**src/ks10Pkg.sv**
```systemverilog
package ks10Pkg;

   ////////////////////////////////////////
   // Microword and address widths
   ////////////////////////////////////////

   // Control ROM word
   localparam int cromWidth = 24;
   // Microaddress
   localparam int addrWidth = 12;
   // NI dispatch code, memCycle on top
   localparam int dispNiWidth = 4;

   ////////////////////////////////////////
   // Microword field layout
   ////////////////////////////////////////

   // Jump address
   localparam int jLsb = 0;
   localparam int jMsb = 11;

   // Dispatch select
   localparam int dispLsb = 12;
   localparam int dispMsb = 14;

   // Special function enable and select
   localparam int specEnBit = 15;
   localparam int specLsb = 16;
   localparam int specMsb = 19;

   // Data for the APR trap enable, bits 23..21 spare
   localparam int trapEnDataBit = 20;

   ////////////////////////////////////////
   // Encodings
   ////////////////////////////////////////

   // Dispatch kinds, codes 4..7 behave as a plain jump
   typedef enum logic [2:0] {
      dispJump = 3'd0,
      dispNi   = 3'd1,
      dispCall = 3'd2,
      dispRet  = 3'd3
   } dispSelT;

   // Special functions, codes 6..15 are no-ops
   typedef enum logic [3:0] {
      specNone       = 4'd0,
      specLoadNiCond = 4'd1,
      specSetTrap1   = 4'd2,
      specSetTrap2   = 4'd3,
      specClrTraps   = 4'd4,
      specLoadTrapEn = 4'd5
   } specSelT;

   // Low three bits of the NI dispatch
   typedef enum logic [2:0] {
      niBoth  = 3'd1,
      niTrap2 = 3'd2,
      niTrap1 = 3'd3,
      niHalt  = 3'd5,
      niRun   = 3'd7
   } niCodeT;

endpackage
```
**src/useqDispatch.sv**
```systemverilog
`timescale 1ns/1ps

module useqDispatch
   import ks10Pkg::*;
(
   input  logic                   clk,
   input  logic                   rst,
   input  logic                   clken,
   input  logic [cromWidth-1:0]   crom,
   input  logic                   cslTrapEn,
   input  logic                   cpuRun,
   input  logic                   memCycle,
   output logic [addrWidth-1:0]   cromAddr,
   output logic [dispNiWidth-1:0] dispNi,
   output logic                   trapCycle
);

   ////////////////////////////////////////
   // Internal wires
   ////////////////////////////////////////

   // Decoded microword
   logic [addrWidth-1:0] jumpAddr;
   dispSelT              dispSel;

   // Special strobes
   logic loadNiCond;
   logic setTrap1;
   logic setTrap2;
   logic clrTraps;
   logic loadTrapEn;
   logic trapEnData;

   // Trap state
   logic trapEn;
   logic trap1;
   logic trap2;

   ////////////////////////////////////////
   // Decode
   ////////////////////////////////////////

   cromDecode cromDecode_inst (
      .crom       (crom),
      .jumpAddr   (jumpAddr),
      .dispSel    (dispSel),
      .loadNiCond (loadNiCond),
      .setTrap1   (setTrap1),
      .setTrap2   (setTrap2),
      .clrTraps   (clrTraps),
      .loadTrapEn (loadTrapEn),
      .trapEnData (trapEnData)
   );

   ////////////////////////////////////////
   // Trap state and NI dispatch
   ////////////////////////////////////////

   trapFlags trapFlags_inst (
      .clk        (clk),
      .rst        (rst),
      .clken      (clken),
      .setTrap1   (setTrap1),
      .setTrap2   (setTrap2),
      .clrTraps   (clrTraps),
      .loadTrapEn (loadTrapEn),
      .trapEnData (trapEnData),
      .trapEn     (trapEn),
      .trap1      (trap1),
      .trap2      (trap2)
   );

   niDispatch niDispatch_inst (
      .clk        (clk),
      .rst        (rst),
      .clken      (clken),
      .loadNiCond (loadNiCond),
      .cslTrapEn  (cslTrapEn),
      .trapEn     (trapEn),
      .trap1      (trap1),
      .trap2      (trap2),
      .cpuRun     (cpuRun),
      .memCycle   (memCycle),
      .dispNi     (dispNi),
      .trapCycle  (trapCycle)
   );

   ////////////////////////////////////////
   // Microaddress
   ////////////////////////////////////////

   microAddr microAddr_inst (
      .clk      (clk),
      .rst      (rst),
      .clken    (clken),
      .jumpAddr (jumpAddr),
      .dispSel  (dispSel),
      .dispNi   (dispNi),
      .cromAddr (cromAddr)
   );

endmodule

```
**src/microAddr.sv**
```systemverilog
`timescale 1ns/1ps

module microAddr
   import ks10Pkg::*;
(
   input  logic                   clk,
   input  logic                   rst,
   input  logic                   clken,
   input  logic [addrWidth-1:0]   jumpAddr,
   input  dispSelT                dispSel,
   input  logic [dispNiWidth-1:0] dispNi,
   output logic [addrWidth-1:0]   cromAddr
);

   ////////////////////////////////////////
   // Next address
   ////////////////////////////////////////

   // One-level return stack
   logic [addrWidth-1:0] retAddr;
   // Address after the call, wraps at the top
   logic [addrWidth-1:0] incAddr;
   logic [addrWidth-1:0] nextAddr;
   // NI code widened to the address
   logic [addrWidth-1:0] niMask;

   assign incAddr = cromAddr + 1'b1;
   assign niMask  = {{(addrWidth-dispNiWidth){1'b0}}, dispNi};

   // Enum literal named explicitly, the port shares its name
   always_comb
   begin
      case (dispSel)
         ks10Pkg::dispNi: nextAddr = jumpAddr | niMask;
         dispCall:        nextAddr = jumpAddr;
         dispRet:         nextAddr = retAddr;
         default:         nextAddr = jumpAddr;
      endcase
   end

   ////////////////////////////////////////
   // Address and return registers
   ////////////////////////////////////////

   // Microaddress
   always_ff @(posedge clk or posedge rst)
   begin
      if (rst)
      begin
         cromAddr <= '0;
      end
      else if (clken)
      begin
         cromAddr <= nextAddr;
      end
   end

   // Return address
   // Saved only on a call
   always_ff @(posedge clk or posedge rst)
   begin
      if (rst)
      begin
         retAddr <= '0;
      end
      else if (clken && (dispSel == dispCall))
      begin
         retAddr <= incAddr;
      end
   end

endmodule

```
**src/niDispatch.sv**
```systemverilog
`timescale 1ns/1ps

module niDispatch
   import ks10Pkg::*;
(
   input  logic                   clk,
   input  logic                   rst,
   input  logic                   clken,
   input  logic                   loadNiCond,
   input  logic                   cslTrapEn,
   input  logic                   trapEn,
   input  logic                   trap1,
   input  logic                   trap2,
   input  logic                   cpuRun,
   input  logic                   memCycle,
   output logic [dispNiWidth-1:0] dispNi,
   output logic                   trapCycle
);

   ////////////////////////////////////////
   // Trap qualification
   ////////////////////////////////////////

   // Console and APR must both allow traps
   logic   trapsOn;
   // Any pending trap that is allowed
   logic   trapPending;
   niCodeT niCode;

   assign trapsOn     = cslTrapEn & trapEn;
   assign trapPending = trapsOn & (trap1 | trap2);

   ////////////////////////////////////////
   // NI dispatch code
   ////////////////////////////////////////

   // Priority: both, TRAP2, TRAP1, halt, run
   always_comb
   begin
      if (!trapsOn)
         niCode = niRun;
      else if (trap1 && trap2)
         niCode = niBoth;
      else if (trap2)
         niCode = niTrap2;
      else if (trap1)
         niCode = niTrap1;
      else if (!cpuRun)
         niCode = niHalt;
      else
         niCode = niRun;
   end

   // Memory cycle rides in the top bit
   assign dispNi = {memCycle, niCode};

   ////////////////////////////////////////
   // Trap cycle flag
   ////////////////////////////////////////

   // Sampled only on a LOADNICOND word, held otherwise
   always_ff @(posedge clk or posedge rst)
   begin
      if (rst)
      begin
         trapCycle <= 1'b0;
      end
      else if (clken && loadNiCond)
      begin
         trapCycle <= trapPending;
      end
   end

endmodule

```
**src/trapFlags.sv**
```systemverilog
`timescale 1ns/1ps

module trapFlags
(
   input  logic clk,
   input  logic rst,
   input  logic clken,
   input  logic setTrap1,
   input  logic setTrap2,
   input  logic clrTraps,
   input  logic loadTrapEn,
   input  logic trapEnData,
   output logic trapEn,
   output logic trap1,
   output logic trap2
);

   ////////////////////////////////////////
   // APR trap enable
   ////////////////////////////////////////

   // Loaded from the microword data bit
   always_ff @(posedge clk or posedge rst)
   begin
      if (rst)
      begin
         trapEn <= 1'b0;
      end
      else if (clken && loadTrapEn)
      begin
         trapEn <= trapEnData;
      end
   end

   ////////////////////////////////////////
   // PC trap flags
   ////////////////////////////////////////

   // TRAP1
   // Set and clear never arrive together
   always_ff @(posedge clk or posedge rst)
   begin
      if (rst)
      begin
         trap1 <= 1'b0;
      end
      else if (clken)
      begin
         if (clrTraps)
            trap1 <= 1'b0;
         else if (setTrap1)
            trap1 <= 1'b1;
      end
   end

   // TRAP2
   always_ff @(posedge clk or posedge rst)
   begin
      if (rst)
      begin
         trap2 <= 1'b0;
      end
      else if (clken)
      begin
         if (clrTraps)
            trap2 <= 1'b0;
         else if (setTrap2)
            trap2 <= 1'b1;
      end
   end

endmodule

```
**src/cromDecode.sv**
```systemverilog
`timescale 1ns/1ps

module cromDecode
   import ks10Pkg::*;
(
   input  logic [cromWidth-1:0] crom,
   output logic [addrWidth-1:0] jumpAddr,
   output dispSelT              dispSel,
   output logic                 loadNiCond,
   output logic                 setTrap1,
   output logic                 setTrap2,
   output logic                 clrTraps,
   output logic                 loadTrapEn,
   output logic                 trapEnData
);

   ////////////////////////////////////////
   // Raw fields
   ////////////////////////////////////////

   logic [dispMsb-dispLsb:0] dispRaw;
   logic [specMsb-specLsb:0] specRaw;
   logic                     specEn;

   assign dispRaw = crom[dispMsb:dispLsb];
   assign specRaw = crom[specMsb:specLsb];
   assign specEn  = crom[specEnBit];

   // Jump address goes straight through
   assign jumpAddr = crom[jMsb:jLsb];

   // Value for the trap enable load
   assign trapEnData = crom[trapEnDataBit];

   ////////////////////////////////////////
   // Dispatch select
   ////////////////////////////////////////

   // Unused codes fold onto a plain jump
   always_comb
   begin
      case (dispRaw)
         dispNi:   dispSel = dispNi;
         dispCall: dispSel = dispCall;
         dispRet:  dispSel = dispRet;
         default:  dispSel = dispJump;
      endcase
   end

   ////////////////////////////////////////
   // Special strobes
   ////////////////////////////////////////

   // One-hot, nothing unless the enable bit is set
   always_comb
   begin
      loadNiCond = 1'b0;
      setTrap1   = 1'b0;
      setTrap2   = 1'b0;
      clrTraps   = 1'b0;
      loadTrapEn = 1'b0;
      if (specEn)
      begin
         case (specRaw)
            specLoadNiCond: loadNiCond = 1'b1;
            specSetTrap1:   setTrap1   = 1'b1;
            specSetTrap2:   setTrap2   = 1'b1;
            specClrTraps:   clrTraps   = 1'b1;
            specLoadTrapEn: loadTrapEn = 1'b1;
            // specNone and spare codes
            default:        ;
         endcase
      end
   end

endmodule

```
**config.mk**
```make
export PLATFORM = sky130hd
export DESIGN_NAME = useqDispatch
export DESIGN_NICKNAME = d
export VERILOG_FILES = /design/src/ks10Pkg.sv /design/src/useqDispatch.sv /design/src/microAddr.sv /design/src/niDispatch.sv /design/src/trapFlags.sv /design/src/cromDecode.sv
export SDC_FILE = /design/constraint.sdc
export NUM_CORES = 1
export LEC_CHECK = 0
export ABC_AREA = 1
export BUFFER_PORTS_ARGS = -buffer_cell sky130_fd_sc_hd__buf_4
export CORE_ASPECT_RATIO = 1.75
export CORE_MARGIN = 4
export CORE_UTILIZATION = 51
export CTS_CLUSTER_SIZE = 16
export DETAILED_ROUTE_END_ITERATION = 7
export PLACE_DENSITY = 0.87
export SYNTH_ARGS = -nofsm -noshare
export SYNTH_HDL_FRONTEND = slang
export SYNTH_SLANG_ARGS = --single-unit
```
**constraint.sdc**
```tcl
create_clock -name clk -period 1.4 [get_ports clk]
set_input_delay 0.14 -clock clk [delete_from_list [all_inputs] [get_ports clk]]
set_output_delay 0.14 -clock clk [all_outputs]
set_load 0.05 [all_outputs]
```
Word-level counts from Yosys, hierarchy flattened
Index checks and enable logic that the tools add are counted.

Bits in registers: 28. Bits of input ports: 30. Output and inout bits: 17. Logic and storage cells: 51.

$add $sub $neg: 1. Equality and inequality tests: 11. Mux-type cells: 21. Bitwise logic cells: 4. Reduce and logical (&&, ||, !) cells: 8.

Operators by type and width (number): case mux 12 bit (2 select lines) (1); 2-to-1 mux 1 bit (14); adder 12 x 1 -> 12 bit, second input constant (1); 2-to-1 mux 3 bit (4); OR 12 x 4 -> 12 bit (1); equality test 4 x 2 -> 1 bit, second input constant (2); equality test 4 x 3 -> 1 bit, second input constant (2); equality test 3 x 2 -> 1 bit, second input constant (2); case mux 2 bit (3 select lines) (1); equality test 2 bit, second input constant (2); equality test 4 x 1 -> 1 bit, second input constant (1); logical AND 1 bit (4); AND reduction 2 bit (2); nonzero test 2 bit (2); equality test 3 x 1 -> 1 bit, second input constant (1); bitwise AND 1 bit (2); equality test 2 x 1 -> 1 bit, second input constant (1); 2-to-1 mux 2 bit (1); OR 1 bit (1).

Logic depth before layout (Yosys ltp)
Depth in word-level cells: 7. Depth in mapped cells: 7. Mapped depth without buffers: 7.

By module
A second synthesis with hierarchy kept.

Cell total of the unflattened synthesis: 239. Area total of the unflattened synthesis: 1769.2 sq um.

Modules (own cells, without submodules): microAddr (times used 1, cells an instance 167, area an instance 1340.0 sq um, seq. area each 600.6 sq um); cromDecode (times used 1, cells an instance 35, area an instance 187.7 sq um, seq. area each 0.0 sq um); trapFlags (times used 1, cells an instance 19, area an instance 136.4 sq um, seq. area each 75.1 sq um); niDispatch (times used 1, cells an instance 18, area an instance 105.1 sq um, seq. area each 25.0 sq um).

Worst setup path after synthesis
Ideal clock, no wire load.

Path type: flip-flop to flip-flop. From: reg trapFlags_inst.trap1. To: reg niDispatch_inst.trapCycle. Setup time: 192 ps. Arrival time: 1796 ps. Required time: 1208 ps. Slack: -588 ps. Stages on the path, launching flop included: 3. Path buffers: 0. Clock period less this slack: 1988 ps. Cell sequence: dfrtp_1 o21ai_0 o21ai_0.

Word-level cells in the longest chain between the ends: 2.

RTL lines: from (decl) (line trapFlags.sv:14) `output logic trap1,`; from (signal assigned) (line trapFlags.sv:45) `trap1 <= 1'b0;`; from (signal assigned) (line trapFlags.sv:50) `trap1 <= 1'b0;`; from (signal assigned) (line trapFlags.sv:52) `trap1 <= 1'b1;`; OR 1 bit (line niDispatch.sv:31) `assign trapPending = trapsOn & (trap1 | trap2);`; bitwise AND 1 bit (line niDispatch.sv:31); to (signal assigned) (line niDispatch.sv:70) `trapCycle <= trapPending;`; to (decl) (line niDispatch.sv:17) `output logic trapCycle`.

No other way between the ends. A chain may end at the register's enable or synchronous reset.

Final worst setup path
From: reg trapFlags_inst.trap1. To: out dispNi[1].

Word-level cells in the longest chain between the ends: 4. Elaborated cells between the ends (all ways): 5. Classes of those cells: mux (4); reduce/logical (1).

RTL lines: 2-to-1 mux 3 bit (line niDispatch.sv:46) `else if (trap1)`; 2-to-1 mux 3 bit (line niDispatch.sv:44) `else if (trap2)`; 2-to-1 mux 3 bit (*) (line niDispatch.sv:42) `else if (trap1 && trap2)`; 2-to-1 mux 3 bit (*) (line niDispatch.sv:40) `if (!trapsOn)`; to (decl) (line useqDispatch.sv:14) `output logic [dispNiWidth-1:0] dispNi,`.

Every way passes the cells marked *; elsewhere a longest branch is shown, timed or not.

==> flow_metrics.env <==
export IMPL_outcome="completed"
export IMPL_p_leak_nw=1.003
export IMPL_powerDensity_mw_per_mm2=1134
export IMPL_rsz0062_at_grt="true"
export IMPL_worstSetupPathType="flip-flop to output port"
export IMPL_p_comb_share_pct=31.1
export IMPL_cts_root_buf="clkbuf_8"
export IMPL_die_w_um=49.76
export IMPL_clock_latency_ns=0.28
export IMPL_switching_share_pct=35.92
export IMPL_coreArea_mm2=0.002928
export IMPL_fmax_mhz=749.1
export IMPL_cts_path_max_buffers=2
export IMPL_worst_slew_pin_slew_ns=0.4436
export IMPL_htreeDepth=1
export IMPL_fin_skew_ns=0.005502
export IMPL_hold_viol_final=0
export IMPL_pin_count=47
export IMPL_start_util_pct=53.16
export IMPL_fp_dieH_um=81.08
export IMPL_ir_worst_vdd_uv=877.7
export IMPL_post_route_util_pct=68.55
export IMPL_fp_row_count=26
export IMPL_area_growth_pct=28.94
export IMPL_path_clk_slew_ns=0.10
export IMPL_grt_pass1_wl_um=6858
export IMPL_crit_chain="nor2_1 > nand2_1 > nand2_2 > nand2_2 > buf_6"
export IMPL_wl_per_cell_um=14.38
export IMPL_final_area_mm2=0.002007
export IMPL_yosys_register_bits=28
export IMPL_cp_slowest_cell="dfrtp_1"
export IMPL_antenna_found_initial=0
export IMPL_postRouteAntennaNets=0
export IMPL_first_pass_iters=4
export IMPL_place_area_mm2=0.001926
export IMPL_via_count=1584
export IMPL_syn_area_mm2=0.001556
export IMPL_cp_slowest_stage_delay_ns=0.44
export IMPL_slew_viol_final=0
export IMPL_synth_nets=243
export IMPL_whs_ns=0.1040
export IMPL_n_antenna_cell=0
export IMPL_dp_hpwl_um=3096
export IMPL_syn_area_per_cell_um2=7.342
export IMPL_worst_ep_required_time_ns=1.26
export IMPL_p_int_mw=1.459
export IMPL_critical_path_arrival_ns=1.19
export IMPL_dieArea_mm2=0.004035
export IMPL_cts_buffers=3
export IMPL_grt_overflow=0
export IMPL_synthCells=212
export IMPL_switchingPower_mw=0.8176
export IMPL_cp_end_kind="output port"
export IMPL_grt_max_degree=29
export IMPL_startpoint_type="flip-flop"
export IMPL_setup_viol=0
export IMPL_hold_class="primary input to flip-flop"
export IMPL_pwr_share_seq_pct=46.7
export IMPL_pwr_share_clk_pct=22.2
export IMPL_ys_warn_count=0
export IMPL_fill_cells=252
export IMPL_critPathTopFamily="flip-flops"
export IMPL_max_slew_margin_pct=70.20
export IMPL_ys_types=21
export IMPL_drc_errors=0
export IMPL_gp_congestion=0.8922
export IMPL_io_buffer_count=43
export IMPL_crit_top_cell="nand2_2"
export IMPL_nets=292
export IMPL_drive_above_1_share_pct=25.00
export IMPL_path_max_fanout=4
export IMPL_synth_seq_area_share_pct=45.02
export IMPL_vias_per_cell=5.500
export IMPL_drv_cap=0
export IMPL_cp_num_buf_inv=1
export IMPL_grt_usage_pct=22.05
export IMPL_grt_pass1_vias=1600
export IMPL_drtIter0Drc=36
export IMPL_post_route_period_util_pct=95.35
export IMPL_cts_tree="yes"
export IMPL_wirelength_um=4141
export IMPL_fin_crit_ns=1.335
export IMPL_clock_sinks=28
-- through the flow --
step / setup TNS, ns / worst slack (ns) / power (mW) / std cells
floorplan: 0 / 0.007854 / 1.514 / 212
global placement: 0 / 0.1857 / 1.737 / 282
detailed placement: 0 / 0.1353 / 1.758 / 282
CTS: 0 / 0.04666 / 2.269 / 287
global route: -0.04748 / -0.04748 / 2.415 / 288
finish: 0 / 0.06508 / 2.276 / 288
-- metal layers --
| layer | global-route usage [%] | share of wire (%) | up-vias | wire length [um] |
|---|---|---|---|---|
| li1 | - | - | 783 | - |
| met2 | 41.25 | 54 | 59 | 2225 |
| met1 | 22.74 | 37 | 730 | 1549 |
| met3 | 2.752 | 5.6 | 12 | 231 |
| met5 | 0 | 0 | - | 0 |
| met4 | 13.85 | 3.3 | 0 | 135 |
-- placed cells by master, fill, tap and decap left out, drive strengths merged --
master	instances
nor2	33
clkinv	1
o22ai	7
or2	1
a31oi	3
nand3	16
nand4	6
inv	27
a21oi	10
dlygate4sd3	1
dfrtp	28
nand2	49
xor2	1
clkbuf	4
nor3	2
buf	48
o21ai	22
ha	1
-- state kept, by name, summed over array words and instances (netlist names) --
name and flops:
trapFlags_inst.trapEn 1, microAddr_inst.cromAddr 12, trapFlags_inst.trap1 1, microAddr_inst.retAddr 12, niDispatch_inst.trapCycle 1, trapFlags_inst.trap2 1
-- power by group through the flow --
stage	logic (mW)	registers (mW)	clock network, mW
finish	0.708	1.06	0.505
global route	0.782	1.08	0.549
floorplan	0.322	1.19	0
detailed placement	0.682	1.08	0
CTS	0.690	1.06	0.519
global placement	0.666	1.07	0
-- synth_stat cells --
cell	number	area [um^2]
ha_1	1	12.51
dfrtp_1	28	700.7
xor2_1	1	8.760
a21oi_1	10	50.05
inv_1	27	101.4
buf_6	2	22.52
nand3_1	16	80.08
nand4_4	1	21.27
buf_2	2	10.01
nand2_1	49	183.9
o21ai_1	2	10.01
nor2_2	2	12.51
a31oi_1	3	18.77
o22ai_1	7	43.79
nor2_1	31	116.4
buf_4	1	7.510
or2_2	1	6.260
nand4_1	5	31.28
clkinv_4	1	8.760
o21ai_0	20	100.1
nor3_1	2	10.01
-- final timing paths --
kind	start	to	slack, ns	cells past startpoint
max	trapFlags_inst.trap1	dispNi[1]	0.07	5
min	crom[20]	trapFlags_inst.trapEn	0.10	3
max reg2reg	microAddr_inst.cromAddr[2]	microAddr_inst.retAddr[10]	0.12	7
min reg2reg	microAddr_inst.retAddr[8]	microAddr_inst.retAddr[8]	0.50	2
max in group asynchronous	rst	microAddr_inst.cromAddr[0]	0.63	4
min in group asynchronous	rst	niDispatch_inst.trapCycle	0.48	4
-- logic make-up after synthesis --
family	synth area share, %
buffers and inverters	9.647
XOR/XNOR	0.5628
adder cells (fa/ha/maj)	0.8037
flip-flops	45.02
AND/OR/NAND/NOR	29.66
AO/OA/AOI/OAI	14.31
-- worst min-delay path: cells and delay by family --
kind                   cells  cell delay, ns
AO/OA/AOI/OAI              1            0.06
buffers and inverters      2            0.15
-- what timing repair did --
| item | 4_1_cts | 5_1_grt |
|---|---|---|
| setup buffers | 0 | 1 |
| endpoints found under the hold margin | 28 | 0 |
| setup endpoints to repair | 0 | 1 |
| hold buffers | 1 | 0 |
| gates resized for setup | 0 | 3 |
-- cell type report --
cell class / count / area (um^2) / share of cell area [%]
clock buffer: 4 / 55.05 / 2.743
inverter: 28 / 110.1 / 5.486
multi-input combinational: 151 / 726.9 / 36.22
sequential: 28 / 705.7 / 35.16
timing repair buffer: 49 / 374.1 / 18.64
tap: 28 / 35.03 / 1.746
Note: power is estimated with default switching activity, not from simulation.
